**src/riscv_em_pkg.sv**
```systemverilog
`default_nettype none

package riscv_em_pkg;

    localparam int XLEN       = 64;
    localparam int REGADDR_W  = 5;
    localparam int BYTE_LANES = XLEN / 8;
    localparam int OFF_W      = 3;             // byte offset inside a doubleword
    localparam int DMEM_WORDS = 64;
    localparam int DMEM_AW    = 6;             // index from address bits 8..3

    // major opcodes in RISC-V encoding
    typedef enum logic [6:0] {
        OPC_NONE  = 7'b0000000,                // bubble
        OPC_LOAD  = 7'b0000011,
        OPC_OPIMM = 7'b0010011,
        OPC_STORE = 7'b0100011,
        OPC_OP    = 7'b0110011,
        OPC_LUI   = 7'b0110111,
        OPC_JALR  = 7'b1100111,
        OPC_JAL   = 7'b1101111
    } opcode_e;

    // writeback source
    typedef enum logic [1:0] {
        RES_ALU = 2'b00,
        RES_MEM = 2'b01,
        RES_PC4 = 2'b10,
        RES_IMM = 2'b11
    } resultsrc_e;

    // store size
    typedef enum logic [1:0] {
        ST_B = 2'b00,
        ST_H = 2'b01,
        ST_W = 2'b10,
        ST_D = 2'b11
    } storesrc_e;

    // load size and extension
    typedef enum logic [2:0] {
        LD_B  = 3'b000,
        LD_H  = 3'b001,
        LD_W  = 3'b010,
        LD_D  = 3'b011,
        LD_BU = 3'b100,
        LD_HU = 3'b101,
        LD_WU = 3'b110
    } memext_e;

endpackage

`default_nettype wire

```
**src/riscv_em_wbstage.sv**
```systemverilog
`timescale 1ns/1ps
`default_nettype none

module riscv_em_wbstage
    import riscv_em_pkg::*;
(
    input  logic                 i_riscv_em_clk,
    input  logic                 i_riscv_em_rst,
    input  logic                 i_riscv_em_en,          // high = stall
    input  logic                 i_riscv_em_regw_m,
    input  resultsrc_e           i_riscv_em_resultsrc_m,
    input  logic [REGADDR_W-1:0] i_riscv_em_rdaddr_m,
    input  logic [XLEN-1:0]      i_riscv_em_result_m,
    input  logic [XLEN-1:0]      i_riscv_em_loadval_m,
    input  logic [XLEN-1:0]      i_riscv_em_pcplus4_m,
    input  logic [XLEN-1:0]      i_riscv_em_imm_m,
    input  logic                 i_riscv_em_load_addr_misaligned_m,
    input  logic                 i_riscv_em_store_addr_misaligned_m,
    output logic                 o_riscv_em_regw_w,
    output logic [REGADDR_W-1:0] o_riscv_em_rdaddr_w,
    output logic [XLEN-1:0]      o_riscv_em_wbdata_w,
    output logic                 o_riscv_em_load_addr_misaligned_w,
    output logic                 o_riscv_em_store_addr_misaligned_w
);

    logic [XLEN-1:0] wbdata_sel;

    always_comb
    begin
        case (i_riscv_em_resultsrc_m)
            RES_MEM: wbdata_sel = i_riscv_em_loadval_m;
            RES_PC4: wbdata_sel = i_riscv_em_pcplus4_m;
            RES_IMM: wbdata_sel = i_riscv_em_imm_m;
            default: wbdata_sel = i_riscv_em_result_m;
        endcase
    end

    always_ff @(posedge i_riscv_em_clk or posedge i_riscv_em_rst)
    begin : mw_preg_proc
        if (i_riscv_em_rst)
        begin
            o_riscv_em_regw_w                  <= 1'b0;
            o_riscv_em_rdaddr_w                <= '0;
            o_riscv_em_wbdata_w                <= '0;
            o_riscv_em_load_addr_misaligned_w  <= 1'b0;
            o_riscv_em_store_addr_misaligned_w <= 1'b0;
        end
        else if (!i_riscv_em_en)
        begin
            // no register write for a faulting load
            o_riscv_em_regw_w                  <= i_riscv_em_regw_m &
                                                  ~i_riscv_em_load_addr_misaligned_m;
            o_riscv_em_rdaddr_w                <= i_riscv_em_rdaddr_m;
            o_riscv_em_wbdata_w                <= wbdata_sel;
            o_riscv_em_load_addr_misaligned_w  <= i_riscv_em_load_addr_misaligned_m;
            o_riscv_em_store_addr_misaligned_w <= i_riscv_em_store_addr_misaligned_m;
        end
    end

endmodule

`default_nettype wire

```
**config.mk**
```make
export PLATFORM = sky130hd
export DESIGN_NAME = riscv_em_wbstage
export DESIGN_NICKNAME = d
export VERILOG_FILES = /design/src/riscv_em_pkg.sv /design/src/riscv_em_wbstage.sv
export SDC_FILE = /design/constraint.sdc
export NUM_CORES = 1
export LEC_CHECK = 0
export BUFFER_PORTS_ARGS = -buffer_cell sky130_fd_sc_hd__clkbuf_2
export CORE_AREA = 3 3 130 132
export DETAILED_ROUTE_END_ITERATION = 10
export DIE_AREA = 0 0 133 135
export MAX_ROUTING_LAYER = met4
export PLACE_DENSITY = 0.72
export SETUP_SLACK_MARGIN = 0.4
export SYNTH_ARGS = -nofsm -noshare
export SYNTH_HDL_FRONTEND = slang
export SYNTH_SLANG_ARGS = --single-unit
```
**constraint.sdc**
```tcl
create_clock -name i_riscv_em_clk -period 3.6 [get_ports i_riscv_em_clk]
set_input_delay 0.36 -clock i_riscv_em_clk [delete_from_list [all_inputs] [get_ports i_riscv_em_clk]]
set_output_delay 0.36 -clock i_riscv_em_clk [all_outputs]
set_load 0.02 [all_outputs]
```
# ---- Yosys cells after proc, flatten, opt, wreduce, memory -nomap -nowiden
# Cells that the tools add are included.
dict set report word_totals {
  ff_bits 72
  input_bits 269
  out_inout_bits 72
  elab_cells 11
}
dict set report classes {
  n_eq_ne 3
  mux 1
  bitwise_logic 2
}
# op n
set ops {}
lappend ops {{64-bit case mux with 3 select lines} 1}
lappend ops {{2-bit equality test (second input constant)} 2}
lappend ops {{2-bit by 1-bit equality test with 1-bit output (second input constant)} 1}
lappend ops {{1-bit bitwise AND} 1}
lappend ops {{1-bit NOT} 1}

# ---- Logic depth before layout (Yosys ltp)
# Gate-level depths: netlist (run 1).
dict set report depth {
  depth_word 2
  mapped_depth 5
}

# ---- Least setup slack after synthesis (run 1)
# No wires, ideal clock.
dict set report synth_timing {
  path_type {input port to flip-flop}
  startpoint {in i_riscv_em_en}
  endpoint {reg o_riscv_em_wbdata_w[34]}
  setup_ns 0.152
  arrival_time_ns 1.168
  required_ns 3.448
  slack_ns 2.280
  stages 5
  path_cell_list {or2_1 > buf_2 > buf_4 > a211oi_1 > a221oi_2}
}
# element line
set synth_lines {}
lappend synth_lines {{start, declared} riscv_em_wbstage.sv:9} ;# input logic i_riscv_em_en,
lappend synth_lines {{end signal, assigned} riscv_em_wbstage.sv:54} ;# o_riscv_em_wbdata_w <= wbdata_sel;
lappend synth_lines {{end, declared} riscv_em_wbstage.sv:21} ;# output logic [XLEN-1:0] o_riscv_em_wbdata_w,

==> impl_metrics.yaml, run 1 <==
critical_path:
  crit_required_ps: 3820
  rr_endpoint: "o_riscv_em_wbdata_w[21]"
  cp.arrival_ps: 2150
  rrSetupSlack_ps: 2730
  worstPathMaxFanout: 36
  r2r-start: "o_riscv_em_wbdata_w[21]"
  rr_worst_depth: 2
  cp-start-kind: "input port"
  critPathCaptureType: "register"
  path_class: "input port to register"
floorplanning:
  ios: 341
  rows: 46
  die_h_um: 135
  die_w_um: 133
  start_util: 0.295
  core_region_area_sq_um: 15800
  die-area_sq_um: 18000
clocking:
  cts_hold_buf: 0
  htreeDepth: 3
  clock_latency_ps: 330
  cts_root_buffer: "clkbuf_16"
  numCtsBuffers: 9
  path_clk_slew_ps: 60
  cts_tree: "done"
  cts_buffer_depth: 2
  cts_resized: 0
  post-cts-setup-buffers: 0
  clock-sinks: 72
timing:
  min_period_over_period: 0.535
  setup_viol: 0
  slew_headroom: 0.415
  tns_ps: 0
  hold_viol_final: 0
  clock_skew_ps: 0
  drv_slew: 0
  fmax_ghz: 0.519
  fin_crit_ps: 1930
  tightest_slew_ps: 876
  whs_ps: 118
  rsz0062_at_grt: "no"
synthesis:
  yosys_warnings: 0
  synth_cells: 448
  yosysTopAreaCell: "dfrtp_1"
  synth_cell_types: 20
  ys_top_cells_by_area: "dfrtp_1 (39%), mux2i_1 (14%), a211oi_1 (10%)"
  yosysSeqAreaShare: 0.386
  synth.top_cell.area_share: 0.386
  syn_nets: 717
  synth_seq_cells: 72
  syn_area_sq_um: 4670
  avgSynthCellArea_sq_um: 10.4
pwr:
  p_sw_uw: 813
  p_sw_frac: 0.314
  clkPwrFrac: 0.339
  p_leak_uw: 0.00356
  powerDensity_nw_per_um2: 383
  vdd_ir_drop_max_v: 0.000194
  power.total_uw: 2590
  pwr-share-comb: 0.287
  intPower_uw: 1770
  seqPwrFrac: 0.374
routing:
  wl_per_cell_um: 16.0
  via_per_inst: 4.68
  drt_iter0_markers: 249
  ant_nets: 0
  vias: 4602
  routed_wl_mm: 15.7
  drc: 0
  drtPass1Iterations: 4
global_route:
  grt_max_degree: 81
  globalRouteOverflowTotal: 0
  grt_usage: 0.173
  grt_pass1_vias: 4581
  grt_pass1_wl_mm: 23.9
  grt_antenna_before_repair: 0
final_layout:
  final_area_sq_um: 6760
  diodes: 0
  finalNonFillerCells: 984
  drive_gt1_frac: 0.510
  fin_nets: 1032
  area_growth_pct: 44.6
outcome:
  outcome: "complete, no violations"
place:
  dp_hpwl_mm: 12.0
  dp_cells: 968
  dpl_cell_area_sq_um: 6470
  gp_congestion: 0.813
  portBuffers: 340
worst_hold_path:
  worstHoldPathType: "input port to asynchronous set/reset pin"
run:
  maxCapViolCount: 0
state kept, by name, indices dropped and copies added, names as in the netlist:
register                            count
o_riscv_em_wbdata_w                    64
o_riscv_em_load_addr_misaligned_w       1
o_riscv_em_regw_w                       1
o_riscv_em_store_addr_misaligned_w      1
o_riscv_em_rdaddr_w                     5
layout by cell type, fill, tap and decap left out, drive strengths merged:
cell type  synthesis  layout
mux2               7       7
mux2i             64      64
nand2b             1       1
nor2b             65      65
clkbuf            15     350
or2                1       1
o21ai              1       1
buf               28       9
inv               65      64
nand2              1       1
bufinv             0       1
clkinv             0       4
a211oi            64      64
a221oi            64      64
dfrtp             72      72
worst max-delay path by stage:
stage | start | endpoint | slack, ps | cells after the start
final | i_riscv_em_en | o_riscv_em_wbdata_w[7] | 1670 | 5
after global routing | i_riscv_em_en | o_riscv_em_wbdata_w[2] | 1520 | 5
after CTS | i_riscv_em_en | o_riscv_em_wbdata_w[17] | 1690 | 5
after detailed placement | i_riscv_em_en | o_riscv_em_wbdata_w[7] | 1310 | 5
after global placement | i_riscv_em_en | o_riscv_em_wbdata_w[9] | 1360 | 5
after floorplan | i_riscv_em_rst | o_riscv_em_load_addr_misaligned_w | 1420 | 1
metal layers:
layer	GRT usage	part of all wire
met3	0.0399	0.068
met4	0.0548	0.014
met2	0.304	0.53
met1	0.196	0.39
met5	-	0
stage by stage:
stage               setup slack [ps]   util
detailed placement              1310  0.409
global placement                1360  0.409
CTS                             1690  0.427
global route                    1520  0.427
finish                          1670  0.427
floorplan                       1420      -
worst max-delay path, cell delays in order:
cell and delay (ps):
buf_4 410, or2_2 730, buf_12 280, a211oi_1 70, a221oi_1 250
cell usage after synthesis:
cell and n:
a221oi_1 44, buf_12 1, buf_2 12, buf_6 10, a221oi_2 20, a211oi_2 2
nand2_1 1, clkbuf_2 1, buf_8 2, o21ai_0 1, nand2b_1 1, nor2b_1 65
a211oi_1 62, inv_1 65, buf_4 3, clkbuf_1 14, or2_1 1, mux2_2 7
mux2i_1 64, dfrtp_1 72
area by class of cell:
cell class              instances  area [sq um]
inverters                      65           245
fillers                      1564          9070
well taps                     216           270
repair buffers                347          1830
flip-flops and latches         72          1800
multi-input cells             268          2330
clock inverters                 4          45.0
clock buffers                  12           236
cells by family (layout without fill, tap and decap cells):
family / Yosys count / in the layout / synth area share
AO/OA/AOI/OAI: 129 / 129 / 0.253
flip-flops: 72 / 72 / 0.386
AND/OR/NAND/NOR: 68 / 68 / 0.0905
multiplexers: 71 / 71 / 0.154
buffers and inverters: 108 / 428 / 0.117
power by group through the flow:
stage                     combinational (uW)  clock (uW)  sequential [uW]
after floorplan                          317           0             1100
after global placement                   745           0              976
after detailed placement                 753           0              980
after CTS                                755         909              966
after global routing                     812         944              979
final                                    743         877              966
Power figures use the tool's default switching activity.
==> run 2, diff against run 1 <==
CORE_AREA = 3 3 131 133   (was 3 3 130 132)
DIE_AREA = 0 0 134 136   (was 0 0 133 135)
PLACE_DENSITY = 0.73   (was 0.72)
clock period = 1.6 ns   (was 3.6 ns; I/O delays follow)
==> run 2 against run 1 <==
Global-route usage is 0.19 points lower. Register-to-register slack got worse by 2000 ps. Critical path depth is 4 lower. Wire length shrank 1.3%. Combinational power is 130% higher. Largest cell class unchanged. Largest power group unchanged.
==> impl_metrics.yaml, run 2 (same netlist as run 1, synthesis figures left out) <==
final_layout:
  reg_top3: "o_riscv_em_wbdata_w (64), o_riscv_em_rdaddr_w (5)"
  area_growth_pct: 48.1
  top_register: "o_riscv_em_wbdata_w"
  fillCellCount: 1576
  layout_commonest_cell: "clkbuf_2"
  mostFrequentLayoutCells: "clkbuf_2 (338), dfrtp_1 (72), inv_1 (64), mux2i_1 (64), nor2b_1 (64)"
  drive_gt1_frac: 0.522
  largest_reg_flops: 64
  diodes: 0
  fin_nets: 1047
timing:
  rsz0062_at_grt: "no"
  min_period_over_period: 0.680
  setup_viol: 0
  slew_headroom: 0.727
  clock_skew_ps: 0
  tns_ps: 0
  fin_ws_ps: 512
  fin_crit_ps: 1090
  drv_slew: 0
  fmax_ghz: 0.919
  whs_ps: 26.7
  tightest_slew_ps: 410
  hold_viol_final: 0
clocking:
  path_clk_slew_ps: 70
  cts_tree: "done"
  clock_latency_ps: 330
  clock-sinks: 72
  htreeDepth: 3
  cts_root_buffer: "clkbuf_16"
  cts_buffer_depth: 2
  numCtsBuffers: 9
  cts_resized: 0
routing:
  highest_layer: "met4"
  vias: 4716
  wl_met3_um: 978
  wl_per_cell_um: 15.6
  ant_nets: 0
  wl_met1_mm: 6.12
  drt_iter0_markers: 202
  via_per_inst: 4.72
  wl_met2_mm: 8.19
  drc: 0
  routed_wl_mm: 15.5
  drtPass1Iterations: 4
outcome:
  outcome: "complete, no violations"
critical_path:
  rrSetupSlack_ps: 750
  crit_chain: "clkbuf_2"
  cp-start-kind: "register"
  critPathBufInv: 1
  crit_required_ps: 1440
  cp.depth: 1
  crit_start: "o_riscv_em_wbdata_w[20]"
  crit_end: "o_riscv_em_wbdata_w[20]"
  worstPathMaxFanout: 2
  slowest_stage: "dfrtp_1"
  rr_worst_depth: 2
  r2r-start: "o_riscv_em_wbdata_w[20]"
  cp.arrival_ps: 930
  crit_path_max_incr_delay_ps: 400
  crit_family: "flip-flops"
  rr_endpoint: "o_riscv_em_wbdata_w[20]"
  path_class: "register to output port"
  critPathCaptureType: "output port"
worst_hold_path:
  worstHoldPathType: "input port to register"
pwr:
  vdd_ir_drop_max_v: 0.000427
  intPower_uw: 4150
  pwr-share-comb: 0.283
  powerDensity_nw_per_um2: 870
  p_sw_frac: 0.310
  seqPwrFrac: 0.361
  clkPwrFrac: 0.356
  p_leak_uw: 0.00365
  p_sw_uw: 1870
global_route:
  grt_antenna_before_repair: 0
  globalRouteOverflowTotal: 0
  grt_pass1_wl_mm: 24.1
  grt_max_degree: 73
  grt_pass1_vias: 4881
  grt_usage: 0.171
place:
  portBuffers: 340
  pre_cts_ws_ps: 261
  dp_hpwl_mm: 12.0
  gp_congestion: 0.852
floorplanning:
  start_util: 0.293
  die_h_um: 136
  rows: 46
  ios: 341
  die-area_sq_um: 18200
  core_region_area_sq_um: 15900
  die_w_um: 134
run:
  maxCapViolCount: 0
==> run 2: layout make-up <==
type / instances / area, sq um / share of cell area
clock buffer: 12 / 267 / 0.0385
timing repair buffer: 362 / 1950 / 0.282
clock inverter: 4 / 51.3 / 0.00741
sequential: 72 / 1800 / 0.260
tap: 216 / 270 / 0.0391
inverter: 65 / 248 / 0.0358
multi-input combinational: 268 / 2330 / 0.337
==> run 2: per-layer routing <==
layer,up-vias,track usage
met5,-,-
met4,0,0.0543
met3,17,0.0396
met2,201,0.313
met1,2184,0.184
li1,2314,-
==> run 2: through the flow <==
stage | util | cells | area (sq um) | total power [uW]
2_1_floorplan | - | 448 | 4680 | 3190
3_3_place_gp | 0.413 | 982 | 6590 | 3890
3_5_place_dp | 0.413 | 982 | 6590 | 3920
4_1_cts | 0.434 | 999 | 6920 | 6130
5_1_grt | 0.434 | 999 | 6920 | 6360
6_report | 0.434 | 999 | 6920 | 6020
==> run 2: worst min path at each step <==
stage / startpoint / endpoint / slack [ps] / depth (start not counted)
3_3_place_gp: i_riscv_em_rst / o_riscv_em_wbdata_w[1] / 300 / 3
5_1_grt: i_riscv_em_load_addr_misaligned_m / o_riscv_em_regw_w / 20 / 2
6_report: i_riscv_em_load_addr_misaligned_m / o_riscv_em_regw_w / 30 / 2
4_1_cts: i_riscv_em_load_addr_misaligned_m / o_riscv_em_regw_w / 8 / 2
2_1_floorplan: i_riscv_em_load_addr_misaligned_m / o_riscv_em_regw_w / 270 / 1
3_5_place_dp: i_riscv_em_rst / o_riscv_em_wbdata_w[1] / 300 / 3
==> run 2: timing repair <==
item                       4_1_cts  5_1_grt
hold buffers                     1        0
setup endpoints to repair        0        0
buffers inserted                 0        0
hold endpoints to repair        72        0
==> run 2: power by group through the flow <==
stage,sequential [uW],clock (uW),combinational (uW)
CTS,2170,2230,1720
floorplan,2470,0,714
detailed placement,2200,0,1720
global route,2200,2310,1860
global placement,2190,0,1700
finish,2170,2140,1700
