File: config.mk
export PLATFORM = sky130hd
export DESIGN_NAME = riscv_em_memstage
export DESIGN_NICKNAME = d
export VERILOG_FILES = /design/src/riscv_em_pkg.sv /design/src/riscv_em_memstage.sv
export SDC_FILE = /design/constraint.sdc
export NUM_CORES = 1
export LEC_CHECK = 0
export ABC_AREA = 1
export BUFFER_PORTS_ARGS = -buffer_cell sky130_fd_sc_hd__buf_2
export CAP_MARGIN = 30
export CORE_AREA = 2 2 136 138
export DETAILED_ROUTE_END_ITERATION = 7
export DIE_AREA = 0 0 138 140
export GPL_ROUTABILITY_DRIVEN = 1
export MAX_ROUTING_LAYER = met4
export REMOVE_ABC_BUFFERS = 1
export SYNTH_ARGS = -nofsm -noshare
export SYNTH_HDL_FRONTEND = slang
export SYNTH_SLANG_ARGS = --single-unit
File: constraint.sdc
create_clock -name vclk -period 1.5
set_input_delay 0.15 -clock vclk [all_inputs]
set_output_delay 0.15 -clock vclk [all_outputs]
set_load 0.005 [all_outputs]
File: src/riscv_em_pkg.sv
`default_nettype none

package riscv_em_pkg;

    localparam int XLEN       = 64;
    localparam int REGADDR_W  = 5;
    localparam int BYTE_LANES = XLEN / 8;
    localparam int OFF_W      = 3;             // byte offset inside a doubleword
    localparam int DMEM_WORDS = 64;
    localparam int DMEM_AW    = 6;             // index from address bits 8..3

    // major opcodes in RISC-V encoding
    typedef enum logic [6:0] {
        OPC_NONE  = 7'b0000000,                // bubble
        OPC_LOAD  = 7'b0000011,
        OPC_OPIMM = 7'b0010011,
        OPC_STORE = 7'b0100011,
        OPC_OP    = 7'b0110011,
        OPC_LUI   = 7'b0110111,
        OPC_JALR  = 7'b1100111,
        OPC_JAL   = 7'b1101111
    } opcode_e;

    // writeback source
    typedef enum logic [1:0] {
        RES_ALU = 2'b00,
        RES_MEM = 2'b01,
        RES_PC4 = 2'b10,
        RES_IMM = 2'b11
    } resultsrc_e;

    // store size
    typedef enum logic [1:0] {
        ST_B = 2'b00,
        ST_H = 2'b01,
        ST_W = 2'b10,
        ST_D = 2'b11
    } storesrc_e;

    // load size and extension
    typedef enum logic [2:0] {
        LD_B  = 3'b000,
        LD_H  = 3'b001,
        LD_W  = 3'b010,
        LD_D  = 3'b011,
        LD_BU = 3'b100,
        LD_HU = 3'b101,
        LD_WU = 3'b110
    } memext_e;

endpackage

`default_nettype wire

File: src/riscv_em_memstage.sv
`timescale 1ns/1ps
`default_nettype none

module riscv_em_memstage
    import riscv_em_pkg::*;
(
    input  opcode_e                i_riscv_em_opcode_m,
    input  storesrc_e              i_riscv_em_storesrc_m,
    input  memext_e                i_riscv_em_memext_m,
    input  logic [XLEN-1:0]        i_riscv_em_result_m,     // address
    input  logic [XLEN-1:0]        i_riscv_em_storedata_m,
    input  logic [XLEN-1:0]        i_riscv_em_rdata,
    output logic [DMEM_AW-1:0]     o_riscv_em_dmem_idx,
    output logic [XLEN-1:0]        o_riscv_em_dmem_wdata,
    output logic [BYTE_LANES-1:0]  o_riscv_em_dmem_be,
    output logic                   o_riscv_em_dmem_we,
    output logic [XLEN-1:0]        o_riscv_em_loadval_m,
    output logic                   o_riscv_em_load_addr_misaligned_m,
    output logic                   o_riscv_em_store_addr_misaligned_m
);

    logic [OFF_W-1:0] off;
    logic             is_load;
    logic             is_store;
    logic             ld_mis;
    logic             st_mis;
    logic [XLEN-1:0]  lane;
    logic [XLEN-1:0]  ext;

    assign off      = i_riscv_em_result_m[OFF_W-1:0];
    assign is_load  = (i_riscv_em_opcode_m == OPC_LOAD);
    assign is_store = (i_riscv_em_opcode_m == OPC_STORE);

    assign o_riscv_em_dmem_idx = i_riscv_em_result_m[DMEM_AW+OFF_W-1:OFF_W];

    always_comb
    begin
        case (i_riscv_em_memext_m)
            LD_B, LD_BU: ld_mis = 1'b0;
            LD_H, LD_HU: ld_mis = off[0];
            LD_W, LD_WU: ld_mis = |off[1:0];
            default:     ld_mis = |off;
        endcase
        case (i_riscv_em_storesrc_m)
            ST_B:    st_mis = 1'b0;
            ST_H:    st_mis = off[0];
            ST_W:    st_mis = |off[1:0];
            default: st_mis = |off;
        endcase
        case (i_riscv_em_storesrc_m)
            ST_B:    o_riscv_em_dmem_be = 8'b0000_0001 << off;
            ST_H:    o_riscv_em_dmem_be = 8'b0000_0011 << off;
            ST_W:    o_riscv_em_dmem_be = 8'b0000_1111 << off;
            default: o_riscv_em_dmem_be = 8'b1111_1111;
        endcase
    end

    // replicate store data so every lane carries it
    always_comb
    begin
        case (i_riscv_em_storesrc_m)
            ST_B:    o_riscv_em_dmem_wdata = {8{i_riscv_em_storedata_m[7:0]}};
            ST_H:    o_riscv_em_dmem_wdata = {4{i_riscv_em_storedata_m[15:0]}};
            ST_W:    o_riscv_em_dmem_wdata = {2{i_riscv_em_storedata_m[31:0]}};
            default: o_riscv_em_dmem_wdata = i_riscv_em_storedata_m;
        endcase
    end

    assign o_riscv_em_load_addr_misaligned_m  = is_load & ld_mis;
    assign o_riscv_em_store_addr_misaligned_m = is_store & st_mis;
    assign o_riscv_em_dmem_we                 = is_store & ~st_mis;

    assign lane = i_riscv_em_rdata >> {off, 3'b000};   // addressed byte to bit 0

    always_comb
    begin
        case (i_riscv_em_memext_m)
            LD_B:    ext = {{(XLEN-8){lane[7]}}, lane[7:0]};
            LD_H:    ext = {{(XLEN-16){lane[15]}}, lane[15:0]};
            LD_W:    ext = {{(XLEN-32){lane[31]}}, lane[31:0]};
            LD_BU:   ext = {{(XLEN-8){1'b0}}, lane[7:0]};
            LD_HU:   ext = {{(XLEN-16){1'b0}}, lane[15:0]};
            LD_WU:   ext = {{(XLEN-32){1'b0}}, lane[31:0]};
            default: ext = lane;
        endcase
    end

    assign o_riscv_em_loadval_m = (is_load && !ld_mis) ? ext : '0;

endmodule

`default_nettype wire

[Yosys cells after proc, flatten, opt, wreduce, memory -nomap -nowiden]
Index checks and enable logic that the tools add are counted.
Cells by class
  equal/unequal tests: 9
  shift-type cells: 4
  mux-type cells: 6
  bitwise gates (word level): 4
  reductions and logical operators: 9
Operator list (count)
  one-hot mux 64 bit (6 select lines): 1
  one-hot mux 64 bit (3 select lines): 1
  two-way mux 64 bit: 1
  >> shifter 64 x 6 -> 64 bit: 1
  one-hot mux 8 bit (3 select lines): 1
  == test 3 bit (second input constant): 3
  OR reduction 2 bit: 4
  << shifter 1 x 3 -> 8 bit (first input constant): 1
  << shifter 2 x 3 -> 8 bit (first input constant): 1
  << shifter 4 x 3 -> 8 bit (first input constant): 1
  == test 7 x 2 -> 1 bit (second input constant): 1
  == test 7 x 6 -> 1 bit (second input constant): 1
  one-hot mux 1 bit (3 select lines): 2
  bitwise AND 1 bit: 3
  == test 3 x 1 -> 1 bit (second input constant): 1
  == test 3 x 2 -> 1 bit (second input constant): 1
  logical NOT 3 bit: 1
  OR reduction 3 bit: 1
  == test 2 x 1 -> 1 bit (second input constant): 1
  == test 2 bit (second input constant): 1
  logical NOT 2 bit: 1
  logical AND 1 bit: 1
  logical NOT 1 bit: 1
  NOT 1 bit: 1
Word-level totals
  flip-flop bits (word level): 0
  output and inout bits: 145

[Depth between registers and ports, before layout]
Gate-level depths: netlist of run 1.
  depth in word-level cells: 6
  depth in mapped cells: 13
  depth with buffers taken out: 11

[Worst setup path after synthesis of run 1]
OpenSTA, ideal clock, no wires.
  kind: input -> output
  from: input i_riscv_em_storesrc_m[0]
  to: output o_riscv_em_dmem_wdata[32]
  arrival time: 1367 ps
  required time: 1350 ps
  setup slack: -17 ps
  stages: 7
  cells stage by stage: inv_1 -> ha_1 -> clkbuf_1 -> or2_2 -> buf_2 -> nor2_1 -> o21ai_0
Between the ends
  longest elaborated chain between the ends: 2
RTL lines
  start, declared: line riscv_em_memstage.sv:8  | input storesrc_e i_riscv_em_storesrc_m,
  == test 2 bit, or another cell as far along: line riscv_em_memstage.sv:61  | case (i_riscv_em_storesrc_m)
  one-hot mux 64 bit (3 select lines) *: line riscv_em_memstage.sv:61
  end, declared: line riscv_em_memstage.sv:14  | output logic [XLEN-1:0] o_riscv_em_dmem_wdata,
Mark *: on every way between the ends. The rest lies on a longest branch, timed or not.

[Final worst setup path of run 1]
  from: input i_riscv_em_result_m[0]
  to: output o_riscv_em_loadval_m[49]
Between the ends
  longest elaborated chain between the ends: 5
RTL lines
  start, declared: line riscv_em_memstage.sv:10  | input logic [XLEN-1:0] i_riscv_em_result_m,
  parallel branches: the longest is 4 deep, another holds >> shifter 64 x 6 -> 64 bit
  two-way mux 64 bit *: line riscv_em_memstage.sv:88  | assign o_riscv_em_loadval_m = (is_load && !ld_mis) ? ext : '0;
  end, declared: line riscv_em_memstage.sv:17  | output logic [XLEN-1:0] o_riscv_em_loadval_m,
Every way passes the cells marked *.

==> flow_summary.rst, run 1 <==
.. list-table::
   :header-rows: 1

   * - Metric
     - Value
   * - Run status
     - finished, violations left
   * - Violations in the final reports
     - negative setup slack
   * - Wire length of the first global-routing pass
     - 33500 um
   * - Post-Synthesis Cell Area
     - 4070 um^2
   * - Cell seen most often among critical-path stages
     - sky130_fd_sc_hd__buf_12
   * - Switching power of the nets
     - 1.11 mW
   * - Number of pins with negative max-slew slack in the final report
     - 0
   * - Post-synth top area share
     - 33.5%
   * - Die Width
     - 138 um
   * - Area enclosed by the die boundary
     - 19300 um^2
   * - Placed wire-length estimate after detailed placement
     - 18100 um
   * - DRT antenna net count
     - 0
   * - Internal
     - 0.872 mW
   * - Switching power share of the total
     - 56.0%
   * - Initial standard-cell utilization of the core
     - 22.9%
   * - Unique masters post-synth
     - 31
   * - Max capacitance violation total
     - 0
   * - Startpoint of the worst setup timing path
     - i_riscv_em_result_m[0]
   * - Setup violation total in the final timing report
     - 65
   * - Cell family contributing the most delay on the critical path
     - buffers and inverters
   * - Number of cells on the critical path
     - 12
   * - Pin count of the biggest net entering global routing
     - 44
   * - Cell type with the highest aggregate area in the netlist
     - sky130_fd_sc_hd__nand2_1
   * - Number of buffers added on ports
     - 282
   * - Top achievable clock speed
     - 585 MHz
   * - Setup repair after global routing missed its margin
     - yes
   * - Count of sequential standard cells
     - 0
   * - GRT Overall Usage
     - 21.9%
   * - Global placement routability congestion
     - 0.992
   * - YS warnings
     - 0
   * - Worst voltage drop across the vdd grid
     - 0.000153 V
   * - Proportion of synthesized chip area in sequential cells
     - 0%
   * - Total of clock buffers placed in the layout
     - 0
   * - Post-Route Hold Slack
     - 0.300 ns
   * - Net total in the final layout
     - 1356
   * - Worst hold path class
     - in2out
   * - Overall power consumption
     - 1.98 mW
   * - Type of destination of the critical path
     - primary output
   * - Final critical path time including I/O delays and setup
     - 1.71 ns
   * - Largest cells by area after synthesis
     - sky130_fd_sc_hd__nand2_1, sky130_fd_sc_hd__o21ai_0, sky130_fd_sc_hd__nor3_2, sky130_fd_sc_hd__inv_1, sky130_fd_sc_hd__nor2_1
   * - Part of the total power dissipated in combinational logic
     - 100.0%
   * - Crit path setup slack, layout
     - -0.209 ns
   * - Commonest cells in the netlist
     - sky130_fd_sc_hd__nand2_1, sky130_fd_sc_hd__o21ai_0, sky130_fd_sc_hd__inv_1
   * - Routed WL per cell
     - 16.1 um
   * - Share of the core filled with cells
     - 37.7%
   * - Fraction of final layout cells with drive strength greater than 1
     - 43.5%
   * - Die Height
     - 140 um
   * - Hold path depth
     - 0
   * - Slew Limit Headroom
     - 70.4%
   * - Avg Vias per Cell
     - 4.84
   * - Arrival time of the worst setup path
     - 1.56 ns
   * - Number of DRC markers after the initial detailed-route iteration
     - 285
   * - Number of standard cells after synthesis
     - 832
   * - Number of vias in the routed layout
     - 6653
   * - Category of the critical setup timing path
     - in2out
   * - Crit Path Max Fanout
     - 16
   * - First drt pass iteration count
     - 5
   * - Relative contribution of the clock network to total power
     - 0%
   * - Hold Startpoint
     - i_riscv_em_result_m[3]
   * - Setup crit start kind
     - primary input
   * - Rows
     - 49
   * - Diodes inserted
     - 0
   * - Cell with the biggest individual delay on the critical path
     - sky130_fd_sc_hd__a21oi_2
   * - Setup slack at placement
     - -0.377 ns
   * - Required time reported for the critical path endpoint
     - 1.35 ns
   * - Buffers & Inverters on Critical Path
     - 5
   * - Register area
     - 0 um^2
   * - Sequence of cells on the critical path
     - buf_12 -> buf_12 -> nor2_4 -> nand2_2 -> a21oi_2 -> nand3_1 -> nand2_2 -> nor2_4 -> buf_4 -> buf_12 -> nor3_4 -> buf_2
   * - Period utilisation layout
     - 114%
   * - Cell Count Post-Placement
     - 1355
   * - I/O pin count
     - 349
   * - Number of global-route vias before repair
     - 6161
   * - GR Overflow Total
     - 0
   * - Delay of the slowest critical-path stage
     - 0.15 ns
   * - Tightest Pin Transition
     - 0.443 ns
   * - Leading cell type by number of instances after synthesis
     - sky130_fd_sc_hd__nand2_1
   * - Area growth from synthesis to layout
     - 64.8%
   * - DRT Wirelength
     - 22200 um
   * - Static Leak
     - 3.96 nW
   * - Hold_buf cts
     - 0
   * - Fillers
     - 1993
   * - Drt drc
     - 0
   * - Final Hold Violating Endpoints
     - 0
   * - Number of antenna violations at the first check in global routing
     - 0
   * - Area of the core region
     - 17800 um^2
   * - PwrDens
     - 296 nW/um^2
   * - Final cell count without fillers
     - 1374
   * - Part of the total power dissipated in sequential elements
     - 0%
   * - Combined area of the multi-input logic cells
     - 3570 um^2
   * - Post-synthesis average cell area
     - 4.89 um^2
==> layer usage <==
| layer | part of all wire [%] | vias to the layer above | track usage (%) |
|---|---|---|---|
| met5 | 0 | - | - |
| met4 | 4.1 | 0 | 7.41 |
| met3 | 8.2 | 55 | 3.97 |
| met2 | 50 | 339 | 39.6 |
| met1 | 38 | 2975 | 24.2 |
| li1 | - | 3284 | - |
==> final cells by class <==
class / instances / area share [%]
multi-input cells: 675 / 53.3
well taps: 229 / 4.27
inverters: 80 / 4.93
repair buffers: 390 / 37.5
==> final timing paths <==
kind	endpoint	slack [ns]
worst min-delay path	o_riscv_em_dmem_idx[0]	0.30
worst max-delay path	o_riscv_em_loadval_m[49]	-0.21
==> cell usage in the layout (no fill, tap or decap), types with 5 or more instances in the layout <==
| cell | n |
|---|---|
| sky130_fd_sc_hd__nand3_1 | 36 |
| sky130_fd_sc_hd__o21ai_1 | 19 |
| sky130_fd_sc_hd__nand3_2 | 7 |
| sky130_fd_sc_hd__a21oi_2 | 5 |
| sky130_fd_sc_hd__inv_2 | 6 |
| sky130_fd_sc_hd__buf_2 | 275 |
| sky130_fd_sc_hd__nor3_4 | 9 |
| sky130_fd_sc_hd__a22oi_1 | 7 |
| sky130_fd_sc_hd__buf_4 | 87 |
| sky130_fd_sc_hd__inv_1 | 68 |
| sky130_fd_sc_hd__nor2_4 | 5 |
| sky130_fd_sc_hd__nor3_2 | 23 |
| sky130_fd_sc_hd__a31o_2 | 8 |
| sky130_fd_sc_hd__buf_6 | 8 |
| sky130_fd_sc_hd__nor2_1 | 52 |
| sky130_fd_sc_hd__o21ai_0 | 62 |
| sky130_fd_sc_hd__buf_12 | 15 |
| sky130_fd_sc_hd__nand2_2 | 8 |
| sky130_fd_sc_hd__o211ai_1 | 15 |
| sky130_fd_sc_hd__or2_2 | 7 |
| sky130_fd_sc_hd__nand2_1 | 356 |
| sky130_fd_sc_hd__a21oi_1 | 21 |
==> power by group through the flow <==
stage / logic [mW] / clock network [mW] / registers, mW
after CTS: 1.88 / 0 / 0
final: 1.98 / 0 / 0
after detailed placement: 1.76 / 0 / 0
after global placement: 1.75 / 0 / 0
after floorplan: 0.767 / 0 / 0
after global routing: 2.17 / 0 / 0
==> through the flow <==
step	setup TNS, ns	area (um^2)
2_1_floorplan	-77.91	3590
3_3_place_gp	-18.87	6080
3_5_place_dp	-19.81	6080
4_1_cts	-7.55	6480
5_1_grt	-13.80	6710
6_report	-8.07	6710
==> cell families after synthesis <==
| family | synth area share [%] |
|---|---|
| and+or+nand+nor | 55.3 |
| muxes | 0.738 |
| buffers and inverters | 19.2 |
| adders and majority gates | 1.54 |
| AOI/OAI and AO/OA | 23.3 |
==> what timing repair did <==
item                                   4_1_cts  5_1_grt
resized for setup                           78       40
pin swaps                                   12        8
buffers inserted                            10        8
setup endpoints to repair                  105      100
endpoints found under the hold margin        0        0
cloned                                       1        1
Note: power is estimated with default switching activity, not from simulation.
==> inputs of run 2 (changes only) <==
ABC_AREA = default   (was 1)
==> run 2 against run 1 <==
The flow still finishes with violations (negative setup slack). Cell area up 26%. Power grew 27%. Hold slack about the same. First-iteration DRC count rose by 25%. Largest cell class unchanged. Largest power group unchanged.
==> flow_summary.rst, run 2 <==
.. list-table::
   :header-rows: 1

   * - Metric
     - Value
   * - DRT Wirelength
     - 25500 um
   * - Number of pins with negative max-slew slack in the final report
     - 0
   * - Commonest cells after routing, fill and taps aside
     - sky130_fd_sc_hd__buf_2, sky130_fd_sc_hd__buf_4, sky130_fd_sc_hd__nand2_1
   * - Setup slack at placement
     - -0.472 ns
   * - Switching power share of the total
     - 48.3%
   * - Die Width
     - 138 um
   * - Cell seen most often among critical-path stages
     - sky130_fd_sc_hd__buf_6
   * - Total of clock buffers placed in the layout
     - 0
   * - Overall power consumption
     - 2.51 mW
   * - Avg Vias per Cell
     - 5.55
   * - Post-Synthesis Cell Area
     - 4060 um^2
   * - Type of destination of the critical path
     - primary output
   * - Cell with the biggest individual delay on the critical path
     - sky130_fd_sc_hd__a311oi_2
   * - Most common library cell in the layout ignoring fill and taps
     - sky130_fd_sc_hd__buf_2
   * - Main combinational cell family by area after synthesis
     - compound AO/OA/AOI/OAI gates
   * - Relative contribution of the clock network to total power
     - 0%
   * - Number of global-route vias before repair
     - 6315
   * - Violations in the final reports
     - negative setup slack
   * - GR Overflow Total
     - 0
   * - I/O pin count
     - 349
   * - Hold_buf cts
     - 0
   * - Fraction of final layout cells with drive strength greater than 1
     - 68.3%
   * - GRT Overall Usage
     - 24.0%
   * - Net total in the final layout
     - 1157
   * - Cell type with the highest aggregate area in the netlist
     - sky130_fd_sc_hd__mux4_2
   * - Delay of the slowest critical-path stage
     - 0.28 ns
   * - Wire length of the first global-routing pass
     - 36100 um
   * - Pin count of the biggest net entering global routing
     - 37
   * - YS warnings
     - 0
   * - Part of the total power dissipated in sequential elements
     - 0%
   * - Largest cells by area after synthesis
     - sky130_fd_sc_hd__mux4_2, sky130_fd_sc_hd__mux2i_1, sky130_fd_sc_hd__nand2_1, sky130_fd_sc_hd__a21oi_1, sky130_fd_sc_hd__a311oi_1
   * - Setup repair after global routing missed its margin
     - yes
   * - Number of vias in the routed layout
     - 6529
   * - Synth Area in Compound Gates
     - 38.0%
   * - Global placement routability congestion
     - 0.965
   * - Number of DRC markers after the initial detailed-route iteration
     - 355
   * - Crit Path Max Fanout
     - 12
   * - PwrDens
     - 297 nW/um^2
   * - Post-synthesis average cell area
     - 7.36 um^2
   * - Number of standard cells after synthesis
     - 552
   * - Number of antenna violations at the first check in global routing
     - 2
   * - Share of cell area taken by muxes after synthesis
     - 29.7%
   * - Worst hold path class
     - in2out
   * - Area growth from synthesis to layout
     - 108%
   * - Slew Limit Headroom
     - 73.7%
   * - Drt drc
     - 0
   * - Die Height
     - 140 um
   * - Max capacitance violation total
     - 0
   * - Synth Area in Simple Gates
     - 16.5%
   * - Commonest cells in the netlist
     - sky130_fd_sc_hd__nand2_1, sky130_fd_sc_hd__mux2i_1, sky130_fd_sc_hd__a21oi_1
   * - Routed WL per cell
     - 21.7 um
   * - Unique masters post-synth
     - 48
   * - Period utilisation layout
     - 121%
   * - Arrival time of the worst setup path
     - 1.66 ns
   * - Count of sequential standard cells
     - 0
   * - Xor/xnor share of the synthesized area
     - 0%
   * - Final cell count without fillers
     - 1177
   * - Setup crit start kind
     - primary input
   * - Setup violation total in the final timing report
     - 89
   * - Sequence of cells on the critical path
     - buf_16 -> buf_6 -> mux2i_1 -> a22oi_2 -> nand4_1 -> buf_6 -> buf_12 -> a311oi_2 -> buf_2
   * - Part of the total power dissipated in combinational logic
     - 100.0%
   * - Final critical path time including I/O delays and setup
     - 1.81 ns
   * - DRT antenna net count
     - 0
   * - Register area
     - 0 um^2
   * - Number of buffers added on ports
     - 282
   * - Area enclosed by the die boundary
     - 19300 um^2
   * - Post-synth top area share
     - 16.1%
   * - Leading cell type by number of instances after synthesis
     - sky130_fd_sc_hd__nand2_1
   * - Initial standard-cell utilization of the core
     - 22.9%
   * - Top achievable clock speed
     - 553 MHz
   * - Rows
     - 49
   * - Placed wire-length estimate after detailed placement
     - 17800 um
   * - Share of the core filled with cells
     - 47.6%
   * - Cell Count Post-Placement
     - 1118
   * - Area of the core region
     - 17800 um^2
   * - Crit path setup slack, layout
     - -0.310 ns
   * - Switching power of the nets
     - 1.21 mW
   * - Adder-cell area share of the yosys netlist
     - 1.54%
   * - Proportion of synthesized chip area in sequential cells
     - 0%
   * - Required time reported for the critical path endpoint
     - 1.35 ns
   * - Setup TNS
     - -14.95 ns
   * - Internal
     - 1.30 mW
   * - Run status
     - finished, violations left
   * - Worst voltage drop across the vdd grid
     - 0.000163 V
   * - Final Hold Violating Endpoints
     - 0
   * - Static Leak
     - 3.96 nW
   * - Tightest Pin Transition
     - 0.394 ns
   * - Category of the critical setup timing path
     - in2out
   * - First drt pass iteration count
     - 6
run 2: per-layer routing:
| layer | routed length, um | global-route usage (%) |
|---|---|---|
| met3 | 2330 | 4.51 |
| met4 | 956 | 6.61 |
| met2 | 12600 | 41.6 |
| met1 | 9670 | 28.5 |
| met5 | 0 | - |
run 2: worst paths after layout:
path	endpoint	slack (ns)	from	depth (start not counted)
worst min-delay path	o_riscv_em_dmem_idx[4]	0.30	i_riscv_em_result_m[7]	0
worst max-delay path	o_riscv_em_loadval_m[57]	-0.31	i_riscv_em_result_m[0]	9
run 2: area by class of cell:
cell class / instances / area, um^2
fill: 1693 / 9310
multi-input combinational: 446 / 4330
timing repair buffer: 479 / 3760
tap: 229 / 287
inverter: 21 / 88.8
antenna: 2 / 5.00
run 2: worst max-delay path, delay by kind of cell:
kind	cells	cell delay, ns
buffers and inverters	5	0.80
muxes	1	0.13
AOI/OAI and AO/OA	2	0.45
and+or+nand+nor	1	0.14
run 2: logic make-up (layout without fill, tap and decap cells):
group / count (synthesis) / after routing
compound gates: 205 / 205
simple gates: 151 / 152
buf+inv: 107 / 500
mux: 84 / 84
fa+ha+maj: 5 / 5
other cells: 0 / 2
run 2: power by group through the flow:
| stage | clock network (mW) | logic (mW) | registers (mW) |
|---|---|---|---|
| 2_1_floorplan | 0 | 0.786 | 0 |
| 3_3_place_gp | 0 | 1.90 | 0 |
| 3_5_place_dp | 0 | 1.90 | 0 |
| 4_1_cts | 0 | 2.33 | 0 |
| 5_1_grt | 0.000000180 | 2.65 | 0 |
| 6_report | 0.000000181 | 2.51 | 0 |
run 2: per-stage QoR:
stage | cell area, um^2 | hold WS (ns)
floorplan | 3560 | 0.300
global placement | 6420 | 0.300
detailed placement | 6420 | 0.300
CTS | 7810 | 0.300
global route | 8470 | 0.300
finish | 8470 | 0.300
run 2: what timing repair did:
item | in CTS | in global routing
setup endpoints to repair | 129 | 115
cloned | 14 | 5
resized for setup | 182 | 95
pin swaps | 49 | 44
setup buffers | 30 | 12
